<file path="config.mk">
export PLATFORM = sky130hd
export DESIGN_NAME = lsu_issue
export DESIGN_NICKNAME = d
export VERILOG_FILES = /design/src/lsu_pkg.sv /design/src/lsu_issue.sv
export SDC_FILE = /design/constraint.sdc
export NUM_CORES = 1
export LEC_CHECK = 0
export ABC_CLOCK_PERIOD_IN_PS = 9220
export BUFFER_PORTS_ARGS = -buffer_cell sky130_fd_sc_hd__buf_4
export CAP_MARGIN = 20
export CORE_ASPECT_RATIO = 0.75
export CORE_MARGIN = 10
export CORE_UTILIZATION = 45
export DETAILED_ROUTE_END_ITERATION = 10
export PLACE_DENSITY = 0.88
export SYNTH_ARGS = -nofsm -noshare
export SYNTH_HDL_FRONTEND = slang
export SYNTH_SLANG_ARGS = --single-unit
export TNS_END_PERCENT = 30
</file>
<file path="constraint.sdc">
create_clock -name clk_i -period 9.22 [get_ports clk_i]
set_input_delay 1.844 -clock clk_i [delete_from_list [all_inputs] [get_ports clk_i]]
set_output_delay 1.844 -clock clk_i [all_outputs]
set_load 0.01 [all_outputs]
</file>
<file path="src/lsu_pkg.sv">
// Shared LSU types: data width, operation and cause enums, arbiter state enum.
`default_nettype none

package lsu_pkg;

    localparam int XLEN = 32;

    // Memory micro-op encodings.
    typedef enum logic [3:0] {
        LSU_LB,
        LSU_LH,
        LSU_LW,
        LSU_LBU,
        LSU_LHU,
        LSU_SB,
        LSU_SH,
        LSU_SW
    } lsu_op_e;

    // Exception causes follow the RISC-V mcause numbering.
    typedef enum logic [4:0] {
        CAUSE_NONE        = 5'd0,
        CAUSE_LD_MISALIGN = 5'd4,
        CAUSE_ST_MISALIGN = 5'd6
    } lsu_cause_e;

    typedef enum logic [1:0] {
        ARB_IDLE,
        ARB_READ,
        ARB_ACK,
        ARB_RELEASE
    } arb_state_e;

endpackage

`default_nettype wire

</file>
<file path="src/lsu_issue.sv">
// Request front end: handshake, address generation, alignment check, dispatch.
`timescale 1ns/100ps
`default_nettype none

module lsu_issue #(
    parameter int ADDR_W = 12,
    parameter int ROB_W  = 6
) (
    input  logic                      clk_i,
    input  logic                      arst_n_i,
    input  logic                      req_i,
    input  lsu_pkg::lsu_op_e          op_i,
    input  logic [lsu_pkg::XLEN-1:0]  rs1_i,
    input  logic [lsu_pkg::XLEN-1:0]  imm_i,
    input  logic [lsu_pkg::XLEN-1:0]  rs2_i,
    input  logic [ROB_W-1:0]          tag_i,
    output logic                      ack_o,
    output logic [lsu_pkg::XLEN-1:0]  rdata_o,
    output logic [ROB_W-1:0]          tag_o,
    output lsu_pkg::lsu_cause_e       cause_o,
    output logic                      ld_req_o,
    output logic [ADDR_W-1:0]         ld_addr_o,
    output lsu_pkg::lsu_op_e          ld_op_o,
    input  logic                      ld_ack_i,
    input  logic [lsu_pkg::XLEN-1:0]  ld_data_i,
    output logic                      st_req_o,
    output logic [ADDR_W-1:0]         st_addr_o,
    output lsu_pkg::lsu_op_e          st_op_o,
    output logic [lsu_pkg::XLEN-1:0]  st_data_o,
    input  logic                      st_ack_i
);
    import lsu_pkg::*;

    typedef enum logic [2:0] {S_IDLE, S_LOAD, S_STORE, S_SUB_REL, S_ACK} issue_state_e;

    issue_state_e      state_q;
    logic [XLEN-1:0]   eff_addr;
    logic              is_load;
    logic              misaligned;
    logic [ADDR_W-1:0] addr_q;
    lsu_op_e           op_q;
    logic [ROB_W-1:0]  tag_q;
    logic [XLEN-1:0]   data_q;
    logic [XLEN-1:0]   rdata_q;
    lsu_cause_e        cause_q;

    always_comb begin
        eff_addr = rs1_i + imm_i;
        is_load  = op_i inside {LSU_LB, LSU_LH, LSU_LW, LSU_LBU, LSU_LHU};
        case (op_i)
            LSU_LH, LSU_LHU, LSU_SH: misaligned = eff_addr[0];
            LSU_LW, LSU_SW:          misaligned = |eff_addr[1:0];
            default:                 misaligned = 1'b0;
        endcase
    end

    // ==============================
    // Control FSM
    // ==============================
    always_ff @(posedge clk_i or negedge arst_n_i) begin
        if (!arst_n_i) begin
            state_q <= S_IDLE;
        end else begin
            case (state_q)
                S_IDLE: begin
                    if (req_i) begin
                        // A misaligned access is answered here without touching memory.
                        if (misaligned) state_q <= S_ACK;
                        else if (is_load) state_q <= S_LOAD;
                        else state_q <= S_STORE;
                    end
                end
                S_LOAD:    if (ld_ack_i) state_q <= S_SUB_REL;
                S_STORE:   if (st_ack_i) state_q <= S_SUB_REL;
                S_SUB_REL: if (!ld_ack_i && !st_ack_i) state_q <= S_ACK;
                S_ACK:     if (!req_i) state_q <= S_IDLE;
                default:   state_q <= S_IDLE;
            endcase
        end
    end

    always_ff @(posedge clk_i) begin
        if (state_q == S_IDLE && req_i) begin
            addr_q  <= eff_addr[ADDR_W-1:0];
            op_q    <= op_i;
            tag_q   <= tag_i;
            data_q  <= rs2_i;
            rdata_q <= '0;
            if (!misaligned) cause_q <= CAUSE_NONE;
            else if (is_load) cause_q <= CAUSE_LD_MISALIGN;
            else cause_q <= CAUSE_ST_MISALIGN;
        end else if (state_q == S_LOAD && ld_ack_i) begin
            rdata_q <= ld_data_i;
        end
    end

    assign ack_o     = (state_q == S_ACK);
    assign rdata_o   = rdata_q;
    assign tag_o     = tag_q;
    assign cause_o   = cause_q;
    assign ld_req_o  = (state_q == S_LOAD);
    assign ld_addr_o = addr_q;
    assign ld_op_o   = op_q;
    assign st_req_o  = (state_q == S_STORE);
    assign st_addr_o = addr_q;
    assign st_op_o   = op_q;
    assign st_data_o = data_q;

endmodule

`default_nettype wire

</file>
==> summary.md, run 1 <==
| Metric | Value |
|---|---|
| Outcome | completed |
| # rows | 28 |
| Most common cell in the netlist | nand2_1 |
| Final period util | 0.3571 |
| Final GP Congestion | 0.8465 |
| TritonCTS Buffers | 9 |
| Hold WC Path Type | reg -> reg |
| Final nets | 655 |
| Synth-to-Final Area Change | 46.56% |
| Starting Density | 0.4657 |
| Maxcap violations | 0 |
| Port Buf Inserts | around 210 |
| Via density | 4.952 |
| Post-synth EDFFs | 56 |
| Routed Wire Length | around 11 mm |
| Die W | 124.5 µm |
| RSZ-0062 raised after global routing | false |
| Crit-path max FO | 4 |
| Crit path launch type | input pin |
| Later-pin clock latency in the skew report | 0.35 ns |
| Via Count | 3021 |
| VDD IR max | approximately 130 µV |
| Synth top area cells | edfxtp_1 (46%), dfxtp_1 (17%), nand2_1 (6.9%) |
| IO Count | 253 |
| Top cells by count, synth | nand2_1 (68), edfxtp_1 (56), a21oi_1 (39) |
| Iteration count of the initial detailed-routing pass | 4 |
| Iter 0 DRT Violations | 203 |
| Area taken by multi-input logic gates | 1074 µm² |
| Type of the worst setup path | in -> reg |
| Setup slack after layout | slightly below 6 ns |
| Min Clock Period, post-route | 3.292 ns |
| Post-CTS Hold Buffers | 0 |
| Postcts setup bufs | 0 |
| CTS Buffer Depth | 2 |
| Data required, critical path | around 9.3 ns |
| Worst-path clk slew | 0.08 ns |
| DRT antenna net count | 0 |
| Post-CTS sizing | 0 |
| Top FF cell, synth | edfxtp_1 |
| Post-route non-filler standard cell count | 610 |
| Largest net degree at the start of global routing | 56 |
| Antenna violations before repair | 0 |
| Setup violators final | 0 |
| Seq cells post-synth | 91 |
| Grt ovf | 0 |
| Final Power | about 1.3 mW |
| Final Hold Vio Count | 0 |
| Arrival time worst endpoint | between 3 and 4 ns |
| Register area share after synthesis | 0.6502 |
| Critical path endpoint category | register |
| Post-DP HPWL | 9.245 mm |
| Power Dens Cells | around 240 nW/µm² |
| Pre-CTS WS | 5.579 ns |
| Synthesis Warnings | 0 |
| Ys async rst share | 0.03297 |
| Share of Yosys cell area claimed by the top area cell type | 0.4561 |
| Register area | ~2400 µm² |
| Vias in the first global route | 2950 |
| CTS HTree Levels | 3 |
| Clk_skew | 0.007662 ns |
| Ant diodes | 0 |
| Leakage power | 2.413 nW |
| Final slew viol count | 0 |
| Worst relative slew slack | 0.3193 |
| Synth Area per Inst | 12.01 µm² |
| Gr usage total | 0.1725 |
| # fillers | 574 |
| Overall die area | 12250 µm² |
| Cells after Synth | around 300 |
| Drt wl/cell | 18.54 µm |
| CTS sink cnt | 91 |
| Core area | 7918 µm² |
| Synth Cell Area | 3687 µm² |
| Largest area contributor in the netlist | edfxtp_1 |
| Share of cells above drive strength 1 | 0.4574 |
| Setup TNS | 0 ns |
| Fmax | 0.3038 GHz |
| CTS tree | yes |
| Least-Margin Pin Slew | 1.021 ns |
| CTS Root Cell | clkbuf_8 |
| Yosys cell types | 41 |
| First-pass GRT wire length | 16.66 mm |
| DP Cell Count | between 500 and 600 |
| Remaining DRCs | 0 |
| Die H | 98.40 µm |
-- metrics by stage --
stage	util	hold slack [ns]	cell area, µm²
finish	0.6825	0.4598	5404
CTS	0.6825	0.4622	5404
global route	0.6825	0.4819	5404
floorplan	-	0.4805	3695
global placement	0.6583	0.4426	5213
detailed placement	0.6583	0.4500	5213
-- worst paths after layout --
path                                  to       start  slack, ns  cells after the start
hold reg to reg               rdata_o[3]  rdata_o[3]       0.46                      2
hold / removal                rdata_o[3]  rdata_o[3]       0.46                      2
min in group asynchronous     state_q[1]    arst_n_i       1.27                      1
setup reg to reg             rdata_o[26]  state_q[0]       7.27                      4
setup / recovery           ld_addr_o[10]    rs1_i[0]       5.93                      9
max in group asynchronous     state_q[2]    arst_n_i       7.86                      1
-- where the power goes --
part / internal, mW / switching, mW
combinational: 0.209 / 0.220
sequential: 0.539 / 0.0562
clock: 0.116 / 0.142
total: 0.864 / 0.418
-- registers in the layout, indices dropped and copies added, names as in the netlist --
signal     flops
cause_o        2
ld_addr_o     12
ld_op_o        4
rdata_o       32
st_data_o     32
state_q        3
tag_o          6
-- kinds of logic after synthesis --
kind of cell | count (synthesis) | share of synthesized area
other | 1 | 0.001017
adder cells (fa/ha/maj) | 12 | 0.04276
buffers and inverters | 37 | 0.06074
flip-flops | 91 | 0.6502
XOR/XNOR | 11 | 0.02613
AND/OR/NAND/NOR | 90 | 0.1086
AO/OA/AOI/OAI | 65 | 0.1106
-- cell usage in the layout (no fill, tap or decap), types with 2 or more instances in the layout --
cell      count
buf_4       212
nor3b_1       3
o21bai_1      2
inv_1         6
xnor2_1       7
clkbuf_8      9
xor2_1        4
a21o_1        4
conb_1        3
a211oi_1      3
edfxtp_1     56
a21oi_1      39
o21ai_0       2
nor2b_1       3
nand3_1       3
nor2_1        6
inv_4         2
inv_6         2
o21a_1        4
dfxtp_1      32
nand2_1      68
dfrtp_1       3
ha_1         11
-- worst max-delay path, stage by stage --
cell      delay (ns)
buf_4           0.11
ha_1            0.22
inv_1           0.08
fa_1            0.19
nor2b_1         0.06
o31a_1          0.28
a211oi_1        0.24
o221ai_1        0.17
xor2_1          0.18
-- area by class of cell --
class | count | area share
Inverter | 5 | 0.003473
Clock inverter | 6 | 0.007872
Clock buffer | 10 | 0.02755
Multi-Input combinational cell | 181 | 0.1987
Tap cell | 105 | 0.02431
Timing Repair Buffer | 212 | 0.2945
Sequential cell | 91 | 0.4436
-- metal layers --
| metal | GRT usage | wire (µm) |
|---|---|---|
| met5 | 0 | 0 |
| met4 | 0.07775 | 308 |
| met3 | 0.04214 | 694 |
| met2 | 0.3261 | 6132 |
| met1 | 0.1765 | 4177 |
(Power assumes the default switching activity.)
==> inputs of run 2 (changes only) <==
--- a/config.mk
+++ b/config.mk
@@ -5,14 +5,14 @@
 export SDC_FILE = /design/constraint.sdc
 export NUM_CORES = 1
 export LEC_CHECK = 0
-export ABC_CLOCK_PERIOD_IN_PS = 9220
+export ABC_CLOCK_PERIOD_IN_PS = 3450
 export BUFFER_PORTS_ARGS = -buffer_cell sky130_fd_sc_hd__buf_4
 export CAP_MARGIN = 20
 export CORE_ASPECT_RATIO = 0.75
 export CORE_MARGIN = 10
-export CORE_UTILIZATION = 45
+export CORE_UTILIZATION = 41
 export DETAILED_ROUTE_END_ITERATION = 10
-export PLACE_DENSITY = 0.88
+export PLACE_DENSITY = 0.81
 export SYNTH_ARGS = -nofsm -noshare
 export SYNTH_HDL_FRONTEND = slang
 export SYNTH_SLANG_ARGS = --single-unit
==> constraint.sdc (replaced) <==
create_clock -name clk_i -period 3.45 [get_ports clk_i]
set_input_delay 0.69 -clock clk_i [delete_from_list [all_inputs] [get_ports clk_i]]
set_output_delay 0.69 -clock clk_i [all_outputs]
set_load 0.01 [all_outputs]
==> run 2 against run 1 <==
Compared with the run above:
- final area rose by 3.8%
- register-to-register slack got worse by 5.6 ns
- cell count is 0.82% higher
- global-route usage shrank 1.5 points
- power grew to 2.9 times the previous value
- die area increased by 7.9%
- clock power rose to 3.8 times the previous value
- count of clock-buffer cells in the layout rose by 1
- sequential power grew to 2.7 times the previous value
- highest routed layer unchanged
==> summary.md, run 2 (same netlist as run 1, synthesis figures left out) <==
| Metric | Value |
|---|---|
| DRT antenna net count | 0 (unchanged) |
| Ant diodes | 0 (unchanged) |
| Crit path launch type | input pin |
| VDD IR max | 298.7 µV (+140%) |
| M1 WL | 3.951 mm (-5.4%) |
| Setup TNS | 0 ns (unchanged) |
| Final Hold Vio Count | 0 (unchanged) |
| Starting Density | 0.4288 (-0.03693) |
| Largest net degree at the start of global routing | 38 (-32%) |
| Via Count | 2989 (-1.1%) |
| TritonCTS Buffers | 9 (unchanged) |
| Die W | 129.5 µm (+4.0%) |
| Final Power | 3.771 mW (+190%) |
| Maxcap violations | 0 (unchanged) |
| Arrival time worst endpoint | 2.28 ns (-1.10 ns) |
| Met3 wire len | 906 µm (+31%) |
| Routed wl met2 | 6.259 mm (+2.1%) |
| Leakage power | 2.491 nW (+3.2%) |
| Final period util | 0.6421 |
| RSZ-0062 raised after global routing | false |
| IO Count | 253 (unchanged) |
| First-pass GRT wire length | 16.37 mm (-1.7%) |
| Max layer used | met4 |
| CTS sink cnt | 91 (unchanged) |
| Data required, critical path | 3.51 ns (-5.80 ns) |
| Placed instance area | 5248 µm² (+0.67%) |
| Type of the worst setup path | in -> reg |
| Iter 0 DRT Violations | 131 (-35%) |
| Via density | 4.860 (-1.9%) |
| Setup violators final | 0 (unchanged) |
| Most frequent cells in the layout | buf_4 (210), nand2_1 (68), edfxtp_1 (56) |
| Final nets | 657 (+0.31%) |
| Iteration count of the initial detailed-routing pass | 4 (unchanged) |
| Final GP Congestion | 0.8329 (-1.6%) |
| Least-Margin Pin Slew | 0.5091 ns (-0.5119 ns) |
| Outcome | completed |
| Gr usage total | 0.1580 (-0.01454) |
| Postcts setup bufs | 0 (unchanged) |
| Hold WC Path Type | in -> async |
| Final slew viol count | 0 (unchanged) |
| Routed Wire Length | 11.32 mm (about the same) |
| Commonest non-fill, non-tap cell in the layout | buf_4 |
| CTS tree | yes |
| Die H | 102.1 µm (+3.8%) |
| Worst relative slew slack | 0.6591 (+0.3398) |
| Antenna violations before repair | 0 (unchanged) |
| Drt wl/cell | 18.41 µm (-0.73%) |
| Final instance area | 5607 µm² (+3.8%) |
| Grt ovf | 0 (unchanged) |
| CTS HTree Levels | 3 (unchanged) |
| Clk_skew | 0.005155 ns (-0.002506 ns) |
| # fillers | 667 (+16%) |
| Fmax | 0.4514 GHz |
| Remaining DRCs | 0 (unchanged) |
| Worst-path clk slew | 0.06 ns (-0.02 ns) |
| Port Buf Inserts | 209 (unchanged) |
| CTS Buffer Depth | 2 (unchanged) |
| Post-DP HPWL | 9.107 mm (-1.5%) |
| Post-CTS Hold Buffers | 0 (unchanged) |
| # rows | 29 (+3.6%) |
| Post-CTS sizing | 0 (unchanged) |
| Vias in the first global route | 3049 (+3.4%) |
| Later-pin clock latency in the skew report | 0.33 ns (-0.02 ns) |
| Min Clock Period, post-route | 2.215 ns |
| Share of cells above drive strength 1 | 0.4615 (+0.004113) |
| Overall die area | 13230 µm² (+7.9%) |
| Crit-path max FO | 4 (unchanged) |
| Power Dens Cells | 672.6 nW/µm² (+180%) |
| Core area | 8600 µm² (+8.6%) |
| Critical path endpoint category | register |
| CTS Root Cell | clkbuf_16 |
| Synth-to-Final Area Change | 52.05% |
==> run 2: cell count changes in the layout (fill, tap and decap cells not counted), sizes merged <==
cell      before  now
clkbuf        10   11
clkinvlp       0    1
inv           10    7
bufinv         0    1
buf          212  214
==> run 2: where the power goes <==
part	internal (mW)	switching, mW
combinational	0.608	0.598
clock	0.588	0.385
sequential	1.44	0.152
==> run 2: per-stage QoR <==
stage | worst slack [ns] | hold WS, ns | util | cells
2_1_floorplan | 0.2827 | 0.3944 | - | 309
3_3_place_gp | 1.001 | 0.4426 | 0.6102 | 597
3_5_place_dp | 0.9341 | 0.4468 | 0.6102 | 597
4_1_cts | 1.283 | 0.1261 | 0.6456 | 613
5_1_grt | 1.163 | 0.1232 | 0.6520 | 615
6_report | 1.235 | 0.1391 | 0.6520 | 615
==> run 2: final timing paths <==
kind                             startpoint            end  slack (ns)  depth (start not counted)
worst max-delay path               rs1_i[0]  ld_addr_o[10]        1.23                          9
worst min-delay path               arst_n_i     state_q[1]        0.14                          1
worst max register to register   state_q[2]   ld_addr_o[1]        1.69                          2
worst min register to register  rdata_o[13]    rdata_o[13]        0.45                          2
max in group asynchronous          arst_n_i     state_q[0]        3.22                          1
min in group clk_i              rdata_o[13]    rdata_o[13]        0.45                          2
==> run 2: critical path: stages <==
cell,delay [ns]
buf_4,0.11
ha_1,0.23
inv_1,0.08
fa_1,0.20
nor2b_1,0.07
o31a_1,0.28
a211oi_1,0.28
o221ai_1,0.17
xor2_1,0.17
==> run 2: metal layers <==
metal  vias up  track usage
met4         0      0.06121
met3        12      0.05018
li1       1449            -
met1      1412       0.1526
met2       116       0.3079
met5         -            0
==> run 2: final cells by class <==
class                           instances  area, µm²  area share
Sequential cell                        91       2397      0.4276
Timing Repair Buffer                  214       1672      0.2981
Multi-Input combinational cell        181       1080      0.1926
Clock buffer                           11      244.0     0.04352
Tap cell                              108      135.1     0.02410
Clock inverter                          5      60.06     0.01071
Inverter                                5      18.77    0.003347
==> inputs of run 3 (changes only) <==
--- a/config.mk
+++ b/config.mk
@@ -5,7 +5,7 @@
 export SDC_FILE = /design/constraint.sdc
 export NUM_CORES = 1
 export LEC_CHECK = 0
-export ABC_CLOCK_PERIOD_IN_PS = 3450
+export ABC_CLOCK_PERIOD_IN_PS = 2100
 export BUFFER_PORTS_ARGS = -buffer_cell sky130_fd_sc_hd__buf_4
 export CAP_MARGIN = 20
 export CORE_ASPECT_RATIO = 0.75
==> constraint.sdc (replaced) <==
create_clock -name clk_i -period 2.1 [get_ports clk_i]
set_input_delay 0.42 -clock clk_i [delete_from_list [all_inputs] [get_ports clk_i]]
set_output_delay 0.42 -clock clk_i [all_outputs]
set_load 0.01 [all_outputs]
==> run 3 against run 2 <==
Compared with the run above:
- power is 62% higher
- first-iteration DRC count is 37% higher
- routed wire length is 1.6% lower
- sequential power is 65% higher
- critical path type unchanged
- count of clock-buffer cells in the layout is 1 lower
- die area stayed put
- global-route usage is 0.28 points higher
==> summary.md, run 3 (same netlist as run 1, synthesis figures left out) <==
| Metric | Value |
|---|---|
| Arrival time worst endpoint | 1.93 ns (-0.35 ns) |
| Commonest non-fill, non-tap cell in the layout | buf_4 |
| Iter 0 DRT Violations | 180 (+37%) |
| Routed Wire Length | 11.14 mm (-1.6%) |
| Critical path endpoint category | register |
| Area taken by multi-input logic gates | 1080 µm² (unchanged) |
| Power Dens Cells | 1096 nW/µm² (+63%) |
| RSZ-0062 raised after global routing | false |
| Synth-to-Final Area Change | 51.24% |
| Register area | 2397 µm² (unchanged) |
| Largest net degree at the start of global routing | 89 (+130%) |
| Setup TNS | 0 ns (unchanged) |
| Most frequent cells in the layout | buf_4 (215), nand2_1 (68), edfxtp_1 (56) |
| Grt ovf | 0 (unchanged) |
| TritonCTS Buffers | 9 (unchanged) |
| # rows | 29 (unchanged) |
| Final Power | 6.112 mW (+62%) |
| First-pass GRT wire length | 16.50 mm (+0.80%) |
| Crit-path max FO | 3 (-1) |
| Setup violators final | 0 (unchanged) |
| Worst-path clk slew | 0.07 ns (about the same) |
| Worst path slowest cell | o31a_1 |
| CTS HTree Levels | 3 (unchanged) |
| CTS Root Cell | clkbuf_16 |
| Data required, critical path | 2.17 ns (-1.34 ns) |
| Outcome | completed |
| VDD IR max | 429.0 µV (+44%) |
| Buffers & Inverters on Critical Path | 2 (unchanged) |
| Final Hold Vio Count | 0 (unchanged) |
| Via Count | 2989 (unchanged) |
| Antenna violations before repair | 0 (unchanged) |
| Final nets | 660 (+0.46%) |
| Final period util | 0.8842 |
| Slowest stage delay, CP | 0.27 ns (about the same) |
| Critical-path cell list | buf_4 -> ha_1 -> inv_1 -> fa_1 -> nor2b_1 -> o31a_1 -> a211oi_1 -> o221ai_1 -> xor2_1 |
| CP delay by family, top | compound AO/OA/AOI/OAI gates |
| Maxcap violations | 0 (unchanged) |
| Overall die area | 13230 µm² (unchanged) |
| Final GP Congestion | 0.8830 (+6.0%) |
| # fillers | 660 (-1.0%) |
| R2R setup slack | 0.40 ns (-1.29 ns) |
| Post-DP HPWL | 8.957 mm (-1.6%) |
| Fmax | 0.5386 GHz |
| CTS sink cnt | 91 (unchanged) |
| Critical path depth | 9 (unchanged) |
| R2R cell count | 2 (unchanged) |
| Remaining DRCs | 0 (unchanged) |
| RR Endpoint | st_data_o[5] |
| Type of the worst setup path | in -> reg |
| Critical R2R Launch | state_q[2] |
| Iteration count of the initial detailed-routing pass | 4 (unchanged) |
| CTS Buffer Depth | 2 (unchanged) |
| Post-route non-filler standard cell count | 618 (+0.49%) |
| Min Clock Period, post-route | around 1.9 ns |
| Later-pin clock latency in the skew report | 0.33 ns (about the same) |
| Crit path launch type | input pin |
| Drt wl/cell | 18.03 µm (-2.1%) |
| Hold WC Path Type | in -> reg |
| Ant diodes | 0 (unchanged) |
| Die W | 129.5 µm (unchanged) |
| Core area | 8600 µm² (unchanged) |
| IO Count | 253 (unchanged) |
| Die H | 102.1 µm (unchanged) |
| DRT antenna net count | 0 (unchanged) |
| Core Util, Final | 0.6485 (-0.003491) |
| CTS tree | yes |
| Share of cells above drive strength 1 | 0.4608 (-0.0007541) |
| Leakage power | 2.478 nW (-0.51%) |
| DP Cell Count | 601 (+0.67%) |
| Vias in the first global route | 3038 (-0.36%) |
| Port Buf Inserts | 209 (unchanged) |
| Final slew viol count | 0 (unchanged) |
| Worst Setup EP | ld_addr_o[10] |
| Via density | 4.837 (-0.49%) |
| Gr usage total | 0.1608 (+0.002843) |
| Postcts setup bufs | 0 (unchanged) |
| CP Launch Point | rs1_i[0] |
| Clk_skew | 0.004554 ns (-0.0006019 ns) |
| Starting Density | 0.4288 (unchanged) |
[run 3: changes by cell type in the layout (fill, tap and decap cells not counted), sizes merged]
cell / previous run / this run
buf: 214 / 216
clkinv: 1 / 2
clkbuf: 11 / 10
dlygate4sd3: 0 / 1
[run 3: metrics by stage]
step	area (µm²)	setup WS (ns)	hold slack (ns)
floorplan	3699	0.1534	0.1244
global placement	5265	-0.04837	0.2123
detailed placement	5265	-0.07575	0.2134
CTS	5577	0.2705	0.2506
global route	5577	0.1369	0.2436
finish	5577	0.2432	0.2610
[run 3: worst min-delay path by stage]
stage,start,endpoint,cells past startpoint
global placement,arst_n_i,state_q[0],1
detailed placement,arst_n_i,state_q[1],1
CTS,rs2_i[2],st_data_o[2],1
global route,rs2_i[14],st_data_o[14],1
finish,rs2_i[2],st_data_o[2],1
floorplan,arst_n_i,state_q[0],0
[run 3: cell type report]
type | count | share of cell area
Inverter | 5 | 0.003365
Clock inverter | 6 | 0.01301
Timing Repair Buffer | 217 | 0.2948
Multi-Input combinational cell | 181 | 0.1936
Tap cell | 108 | 0.02423
Clock buffer | 10 | 0.04106
Sequential cell | 91 | 0.4299
[run 3: repair_timing]
| action | 4_1_cts | 5_1_grt |
|---|---|---|
| gates resized for setup | 0 | 0 |
| hold buffers | 1 | 0 |
| endpoints found under the hold margin | 3 | 0 |
[run 3: worst register-to-register path: stages, from the launching register on]
cell	delay (ns)
dfrtp_1	0.52
nor4b_4	0.38
buf_12	0.36
[run 3: where the power goes]
| part | total, mW | internal, mW | leakage, nW | switching (mW) |
|---|---|---|---|---|
| combinational | 1.89 | 0.940 | 1.52 | 0.951 |
| clock | 1.60 | 0.935 | 0.144 | 0.667 |
| sequential | 2.62 | 2.37 | 0.813 | 0.252 |
[run 3: metal layers]
layer / share of wire / GRT usage
met4: 0.010 / 0.05000
met3: 0.086 / 0.05329
met1: 0.35 / 0.1617
met5: 0 / 0
met2: 0.55 / 0.3094
